<file path="config.mk">
export PLATFORM = sky130hd
export DESIGN_NAME = aluPipeTop
export DESIGN_NICKNAME = d
export VERILOG_FILES = /design/src/aluPipePkg.sv /design/src/aluPipeTop.sv /design/src/executeStage.sv /design/src/decodeStage.sv /design/src/registerFile.sv
export VERILOG_INCLUDE_DIRS = /design/src /design/src/src
export SDC_FILE = /design/constraint.sdc
export NUM_CORES = 2
export LEC_CHECK = 0
export BUFFER_PORTS_ARGS = -buffer_cell sky130_fd_sc_hd__buf_4
export CORE_MARGIN = 4
export CORE_UTILIZATION = 50
export DETAILED_ROUTE_END_ITERATION = 16
export GPL_TIMING_DRIVEN = 0
export PLACE_DENSITY = 0.65
export SYNTH_ARGS = -nofsm -noshare
export SYNTH_HDL_FRONTEND = slang
export SYNTH_SLANG_ARGS = --single-unit
</file>
<file path="constraint.sdc">
create_clock -name CLK -period 4.8 [get_ports CLK]
set_input_delay 0.24 -clock CLK [delete_from_list [all_inputs] [get_ports CLK]]
set_output_delay 0.24 -clock CLK [all_outputs]
set_load 0.02 [all_outputs]
</file>
<file path="src/aluPipe_consts.svh">
/*
 width and field layout macros for the three-stage ALU pipeline
 data, register count and register selector widths
 instruction width and bit positions of every field
 */
`ifndef ALUPIPE_CONSTS_SVH
`define ALUPIPE_CONSTS_SVH

// datapath sizes
`define DATA_WIDTH    32
`define REG_COUNT     32
`define REG_SEL_WIDTH 5
`define INSTR_WIDTH   32

// opcode, bits 31 to 26
`define OP_MSB  31
`define OP_LSB  26
// destination register
`define RD_MSB  25
`define RD_LSB  21
// first source
`define RS_MSB  20
`define RS_LSB  16
// second source, overlaps the immediate
`define RT_MSB  15
`define RT_LSB  11
`define IMM_MSB 15
`define IMM_LSB 0

`endif
</file>
<file path="src/aluPipePkg.sv">
/*
 shared types for the ALU pipeline
 opcode enum, register selector and data word
 */
`include "aluPipe_consts.svh"

package aluPipePkg;

   // opcode field, 6 bits wide
   // anything not listed here is illegal and gets dropped in decode
   typedef enum logic [`OP_MSB-`OP_LSB:0] {
      // register with register
      OP_ADD  = 6'h01,
      OP_SUB  = 6'h02,
      OP_AND  = 6'h03,
      OP_OR   = 6'h04,
      OP_XOR  = 6'h05,
      // shift amount from low bits of second source
      OP_SLL  = 6'h06,
      OP_SRL  = 6'h07,
      // signed compare, result is 1 or 0
      OP_SLT  = 6'h08,
      // immediate forms
      OP_ADDI = 6'h09,
      OP_ORI  = 6'h0A,
      OP_LUI  = 6'h0B
   } aluOp_t;

   // register selector
   typedef logic [`REG_SEL_WIDTH-1:0] regSel_t;

   // data word
   typedef logic [`DATA_WIDTH-1:0] word_t;

endpackage

</file>
<file path="src/aluPipeTop.sv">
/*
 top level of the three-stage ALU pipeline
 decode stage, execute stage and register file
 retire outputs double as the register file write
 */
`include "aluPipe_consts.svh"

module aluPipeTop (
   input  logic                    CLK,
   input  logic                    rst,
   input  logic                    instrValid,
   input  logic [`INSTR_WIDTH-1:0] instr,
   output logic                    retireValid,
   output aluPipePkg::regSel_t     retireDest,
   output aluPipePkg::word_t       retireData
);

   // register file read ports
   aluPipePkg::regSel_t rsel1;
   aluPipePkg::regSel_t rsel2;
   aluPipePkg::word_t   rdat1;
   aluPipePkg::word_t   rdat2;

   // decode to execute
   logic                opValid;
   aluPipePkg::aluOp_t  op;
   aluPipePkg::word_t   opA;
   aluPipePkg::word_t   opB;
   aluPipePkg::regSel_t opDest;

   // execute back to decode for forwarding
   aluPipePkg::word_t   aluResult;

   decodeStage decode0 (
      .CLK         (CLK),
      .rst         (rst),
      .instrValid  (instrValid),
      .instr       (instr),
      .rdat1       (rdat1),
      .rdat2       (rdat2),
      .aluResult   (aluResult),
      .retireValid (retireValid),
      .retireDest  (retireDest),
      .retireData  (retireData),
      .rsel1       (rsel1),
      .rsel2       (rsel2),
      .opValid     (opValid),
      .op          (op),
      .opA         (opA),
      .opB         (opB),
      .opDest      (opDest)
   );

   executeStage execute0 (
      .CLK         (CLK),
      .rst         (rst),
      .opValid     (opValid),
      .op          (op),
      .opA         (opA),
      .opB         (opB),
      .opDest      (opDest),
      .aluResult   (aluResult),
      .retireValid (retireValid),
      .retireDest  (retireDest),
      .retireData  (retireData)
   );

   // write port straight from the retire register
   registerFile regFile0 (
      .CLK   (CLK),
      .rst   (rst),
      .wen   (retireValid),
      .wsel  (retireDest),
      .wdat  (retireData),
      .rsel1 (rsel1),
      .rsel2 (rsel2),
      .rdat1 (rdat1),
      .rdat2 (rdat2)
   );

endmodule

</file>
<file path="src/executeStage.sv">
/*
 execute stage of the ALU pipeline
 combinational ALU over the decoded operands
 result register feeding retire and the register file write
 */
`include "aluPipe_consts.svh"

module executeStage (
   input  logic                CLK,
   input  logic                rst,
   input  logic                opValid,
   input  aluPipePkg::aluOp_t  op,
   input  aluPipePkg::word_t   opA,
   input  aluPipePkg::word_t   opB,
   input  aluPipePkg::regSel_t opDest,
   output aluPipePkg::word_t   aluResult,
   output logic                retireValid,
   output aluPipePkg::regSel_t retireDest,
   output aluPipePkg::word_t   retireData
);

   // shift amount width for a data word
   localparam int shamtBits = $clog2(`DATA_WIDTH);

   logic [shamtBits-1:0] shamt;

   assign shamt = opB[shamtBits-1:0];

   // ALU, immediates already sit in opB
   always_comb begin
      case (op)
         aluPipePkg::OP_ADD:  aluResult = opA + opB;
         aluPipePkg::OP_SUB:  aluResult = opA - opB;
         aluPipePkg::OP_AND:  aluResult = opA & opB;
         aluPipePkg::OP_OR:   aluResult = opA | opB;
         aluPipePkg::OP_XOR:  aluResult = opA ^ opB;
         aluPipePkg::OP_SLL:  aluResult = opA << shamt;
         aluPipePkg::OP_SRL:  aluResult = opA >> shamt;
         // signed compare
         aluPipePkg::OP_SLT: begin
            if ($signed(opA) < $signed(opB)) begin
               aluResult = `DATA_WIDTH'(1);
            end else begin
               aluResult = '0;
            end
         end
         aluPipePkg::OP_ADDI: aluResult = opA + opB;
         aluPipePkg::OP_ORI:  aluResult = opA | opB;
         // upper immediate passes through
         aluPipePkg::OP_LUI:  aluResult = opB;
         // unreachable, decode drops illegal codes
         default:             aluResult = '0;
      endcase
   end

   // retire strobe
   // cleared on reset so nothing in flight retires
   always_ff @(posedge CLK) begin
      if (rst) begin
         retireValid <= 1'b0;
      end else begin
         retireValid <= opValid;
      end
   end

   // result register, also the register file write port
   always_ff @(posedge CLK) begin
      if (opValid) begin
         retireDest <= opDest;
         retireData <= aluResult;
      end
   end

endmodule

</file>
<file path="src/decodeStage.sv">
/*
 decode stage of the ALU pipeline
 field split, register file read selects
 operand forwarding from execute and retire
 immediate selection, opcode check, stage registers
 */
`include "aluPipe_consts.svh"

module decodeStage (
   input  logic                     CLK,
   input  logic                     rst,
   input  logic                     instrValid,
   input  logic [`INSTR_WIDTH-1:0]  instr,
   input  aluPipePkg::word_t        rdat1,
   input  aluPipePkg::word_t        rdat2,
   input  aluPipePkg::word_t        aluResult,
   input  logic                     retireValid,
   input  aluPipePkg::regSel_t      retireDest,
   input  aluPipePkg::word_t        retireData,
   output aluPipePkg::regSel_t      rsel1,
   output aluPipePkg::regSel_t      rsel2,
   output logic                     opValid,
   output aluPipePkg::aluOp_t       op,
   output aluPipePkg::word_t        opA,
   output aluPipePkg::word_t        opB,
   output aluPipePkg::regSel_t      opDest
);

   localparam int immBits = `IMM_MSB - `IMM_LSB + 1;

   // instruction fields
   aluPipePkg::aluOp_t  opCode;
   aluPipePkg::regSel_t fieldRd;
   aluPipePkg::regSel_t fieldRs;
   aluPipePkg::regSel_t fieldRt;
   logic [immBits-1:0]  fieldImm;

   // resolved operands
   logic                opLegal;
   aluPipePkg::word_t   srcA;
   aluPipePkg::word_t   srcB;
   aluPipePkg::word_t   nextB;

   assign opCode   = aluPipePkg::aluOp_t'(instr[`OP_MSB:`OP_LSB]);
   assign fieldRd  = instr[`RD_MSB:`RD_LSB];
   assign fieldRs  = instr[`RS_MSB:`RS_LSB];
   assign fieldRt  = instr[`RT_MSB:`RT_LSB];
   assign fieldImm = instr[`IMM_MSB:`IMM_LSB];

   // register file reads straight from the fields
   assign rsel1 = fieldRs;
   assign rsel2 = fieldRt;

   // youngest producer wins
   // execute first, then the retiring result, then the register file
   // register 0 is never forwarded
   function automatic aluPipePkg::word_t forward(
      input aluPipePkg::regSel_t sel,
      input aluPipePkg::word_t   fileVal
   );
      aluPipePkg::word_t val;
      val = fileVal;
      if (sel != '0) begin
         if (opValid && (opDest == sel)) begin
            val = aluResult;
         end else if (retireValid && (retireDest == sel)) begin
            val = retireData;
         end
      end
      return val;
   endfunction

   always_comb begin
      srcA = forward(fieldRs, rdat1);
      srcB = forward(fieldRt, rdat2);
   end

   // second operand, immediates replace the rt value
   always_comb begin
      case (opCode)
         // sign extended
         aluPipePkg::OP_ADDI: nextB = {{(`DATA_WIDTH-immBits){fieldImm[immBits-1]}}, fieldImm};
         // zero extended
         aluPipePkg::OP_ORI:  nextB = {{(`DATA_WIDTH-immBits){1'b0}}, fieldImm};
         // upper half, zeros below
         aluPipePkg::OP_LUI:  nextB = {fieldImm, {(`DATA_WIDTH-immBits){1'b0}}};
         default:             nextB = srcB;
      endcase
   end

   // legal opcode check
   always_comb begin
      case (opCode)
         aluPipePkg::OP_ADD,
         aluPipePkg::OP_SUB,
         aluPipePkg::OP_AND,
         aluPipePkg::OP_OR,
         aluPipePkg::OP_XOR,
         aluPipePkg::OP_SLL,
         aluPipePkg::OP_SRL,
         aluPipePkg::OP_SLT,
         aluPipePkg::OP_ADDI,
         aluPipePkg::OP_ORI,
         aluPipePkg::OP_LUI: opLegal = 1'b1;
         default:            opLegal = 1'b0;
      endcase
   end

   // stage valid, illegal ops simply vanish here
   always_ff @(posedge CLK) begin
      if (rst) begin
         opValid <= 1'b0;
      end else begin
         opValid <= instrValid && opLegal;
      end
   end

   // stage payload, loaded with each strobe
   always_ff @(posedge CLK) begin
      if (instrValid) begin
         op     <= opCode;
         opA    <= srcA;
         opB    <= nextB;
         opDest <= fieldRd;
      end
   end

endmodule

</file>
<file path="src/registerFile.sv">
/*
 register file, 32 words of 32 bits
 two combinational read ports, one write port at the clock edge
 register 0 reads as zero, synchronous clear of every word
 */
`include "aluPipe_consts.svh"

module registerFile (
   input  logic                CLK,
   input  logic                rst,
   input  logic                wen,
   input  aluPipePkg::regSel_t wsel,
   input  aluPipePkg::word_t   wdat,
   input  aluPipePkg::regSel_t rsel1,
   input  aluPipePkg::regSel_t rsel2,
   output aluPipePkg::word_t   rdat1,
   output aluPipePkg::word_t   rdat2
);

   // storage
   aluPipePkg::word_t regs [`REG_COUNT];

   // clear everything on reset
   // writes to register 0 are ignored
   always_ff @(posedge CLK) begin
      if (rst) begin
         for (int i = 0; i < `REG_COUNT; i++) begin
            regs[i] <= '0;
         end
      end else if (wen && (wsel != '0)) begin
         regs[wsel] <= wdat;
      end
   end

   // read ports, no write bypass
   // a read in the write cycle still sees the old word
   always_comb begin
      if (rsel1 == '0) begin
         rdat1 = '0;
      end else begin
         rdat1 = regs[rsel1];
      end
   end

   always_comb begin
      if (rsel2 == '0) begin
         rdat2 = '0;
      end else begin
         rdat2 = regs[rsel2];
      end
   end

endmodule

</file>
==> results_dict.tcl <==
set metrics [dict create \
    hold_path.class "primary input to flop" \
    grt_antenna_before_repair 25 \
    die-area_sq_um 143000 \
    worst_path_most_repeated_cell "clkbuf_1" \
    grt_overflow 0 \
    grt.total_usage_pct 45.3 \
    status "finished with violations" \
    final_cells 7531 \
    netlist-cell-type-count 85 \
    post-route-period-util_pct 101 \
    critical_path_class "flop to flop" \
    relSlewSlack_pct -12.0 \
    rows 135 \
    ys_async_sr_fraction_pct 0 \
    maxUsedRoutingLayer "met5" \
    tightest_slew_ns 1.68 \
    gp_congestion 1.11 \
    drc 0 \
    seq_power_share_pct 43.1 \
    critPathCaptureType "flop" \
    area_delta_synth_final_pct 11.9 \
    clk_pin_slew_ns 0.06 \
    drt-initial-drc-count 9933 \
    htreeDepth 4 \
    grt_pass1_vias 51400 \
    vias 54300 \
    synth_edf_count 1136 \
    final-hold-violation-count 0 \
    core_sq_um 136000 \
    fin_util_pct 56.4 \
    swShare_pct 30.3 \
    wl_met1_mm 109 \
    nets 5767 \
    cpPeakStageDelay_ns 0.87 \
    ys_ff_latch 1138 \
    dr_wl_met2_mm 137 \
    wl_per_cell_um 43.2 \
    routed_wl_mm 326 \
    drt_first_pass_iters 5 \
    irDropWorstVdd_v 0.000303 \
    synth_area_per_cell_sq_um 12.8 \
    critPathRequiredTime_ns 5.34 \
    p_int_mw 19.0 \
    synth_area_sq_um 68500 \
    cts_buffer_depth 3 \
    dp_hpwl_mm 243 \
    finalCriticalPeriod_ns 4.83 \
    fmaxAchievable_ghz 0.207 \
    path_cells "clkbuf_1, buf_2, inv_1, nand4b_1, buf_4, clkbuf_1, clkbuf_1, a21oi_1, o22ai_1, o2111ai_1, a222oi_1, inv_1" \
    cts_sinks 1138 \
    netlist_instances 5355 \
    pwr-share-clk_pct 38.0 \
    rsz0062_at_grt "no" \
    crit_slowest_cell "clkbuf_1" \
    grt_pass1_wl_mm 434 \
    antenna_left 0 \
    combPwrFrac_pct 18.8 \
    p_leak_nw 28.0 \
    yosysWarnings 0 \
    final.setup.tns_ns -0.0339 \
    finalSetupViolCount 1 \
    fill_cells 11200 \
    p_total_mw 27.2 \
    cap_viol_max_count 11 \
    place_area_sq_um 71500 \
    violations "max-capacitance violations, max-slew violations, negative setup slack" \
    placed_cells 7242 \
    drive_above_1_share_pct 18.7 \
    synth_ff_type "edfxtp_1" \
    place_ws_ns -2.84 \
    port_buffers 65 \
    layout_setup_ws_ns -0.0339 \
    crit_fanout 10 \
    maxSlewViolCount 85 \
    ios 73 \
    insertion_delay_ns 0.79 \
    die-height_um 378 \
    arrival_ns 5.37 \
    wl_met3_mm 48.1 \
    power_density_nw_per_um2 355 \
    switchingPower_mw 8.24 \
    cts_buffers 132 \
    drt-vias-per-instance 7.21 \
    start_kind "flop" \
    final_area_sq_um 76600 \
    skew_ns 0.0488 \
    die_w_um 378 \
    start_util_pct 50.4 \
    seq_area_frac_synth_pct 49.9 \
    cts_tree "done" \
    cts-root-buf "clkbuf_16" \
    grt_max_degree 77 \
    fin_hold_ws_ns 0.131 \
]
-- repair_timing --
action,4_1_cts,5_1_grt
cloned,0,0
pin swaps,3,2
hold buffers,24,0
endpoints found under the hold margin,33,0
setup buffers,10,5
gates resized for setup,60,34
endpoints found under the setup margin,94,71
-- final timing paths --
| path | startpoint | slack, ns | end | cells past startpoint |
|---|---|---|---|---|
| max | decode0.op[3] | -0.03 | decode0.opB[14] | 12 |
| min | instr[18] | 0.13 | decode0.opA[11] | 4 |
| max reg2reg | decode0.op[3] | -0.03 | decode0.opB[14] | 12 |
| min reg2reg | decode0.opDest[1] | 0.54 | execute0.retireDest[1] | 0 |
-- registers in the layout (all words and copies together), names as in the netlist --
name	count
regFile0.regs	1024
decode0.opA	32
decode0.opB	32
execute0.retireData	32
decode0.op	6
decode0.opDest	5
execute0.retireDest	5
decode0.opValid	1
execute0.retireValid	1
-- cell usage after synthesis, drive strengths merged (45+ instances only) --
cell type,instances,area share [%]
o22ai,83,0.76
o21ai,175,1.3
edfxtp,1136,50
clkbuf,395,2.2
a211oi,45,0.49
mux2i,274,4.0
inv,109,0.60
nand2,152,0.83
mux2,73,1.2
nor2,282,1.5
ha,98,1.8
mux4,512,17
and2,1000,9.1
a21oi,285,2.1
o221ai,80,1.0
nor3,72,0.53
buf,127,0.85
-- final cells by class --
| type | count | area [sq um] | share of cell area (%) |
|---|---|---|---|
| Multi-Input combinational cell | 3616 | 32300 | 42.1 |
| Clock buffer | 162 | 3520 | 4.60 |
| Tap cell | 1781 | 2230 | 2.91 |
| Antenna cell | 15 | 37.5 | 0.0490 |
| Sequential cell | 1138 | 34200 | 44.6 |
| Buffer | 517 | 2150 | 2.81 |
| Clock inverter | 75 | 822 | 1.07 |
| Inverter | 110 | 422 | 0.550 |
| Timing Repair Buffer | 117 | 1050 | 1.37 |
-- critical path: cells and delay by family, from the launching register on --
family          cells  cell delay [ns]
compound gates      4             1.11
buf+inv             7             3.02
flops               1             0.31
simple gates        1             0.13
-- power by group through the flow --
| stage | logic, mW | registers [mW] | clock network, mW |
|---|---|---|---|
| after detailed placement | 4.72 | 11.9 | 0 |
| after floorplan | 2.80 | 11.7 | 0 |
| after CTS | 4.83 | 11.7 | 10.2 |
| after global routing | 5.21 | 11.7 | 10.6 |
| after global placement | 4.71 | 11.9 | 0 |
| final | 5.12 | 11.7 | 10.3 |
-- layer usage --
layer	vias up	global-route usage, %
li1	21000	-
met4	12	34.5
met5	-	0.652
met2	4874	64.7
met1	27200	55.1
met3	1214	18.0
-- cell usage in the layout (no fill, tap or decap), types with 82 or more instances in the layout --
| cell | instances |
|---|---|
| edfxtp_1 | 1136 |
| and2_1 | 1000 |
| mux4_2 | 512 |
| clkbuf_1 | 392 |
| nor2_1 | 282 |
| a21oi_1 | 281 |
| mux2i_1 | 273 |
| o21ai_0 | 167 |
| nand2_1 | 152 |
| clkbuf_16 | 137 |
| inv_1 | 107 |
| ha_1 | 98 |
| buf_4 | 92 |
| o22ai_1 | 82 |
-- logic make-up (layout without fill, tap and decap cells) --
logic type,after synthesis,count (layout),synth area share (%)
compound gates,885,885,8.33
xor+xnor,24,24,0.307
fa+ha+maj,100,100,1.85
buf+inv,632,981,3.62
flops,1138,1138,49.9
mux,859,859,22.0
other cells,1,47,0.00547
simple gates,1716,1716,14.0
(Power assumes the default switching activity.)
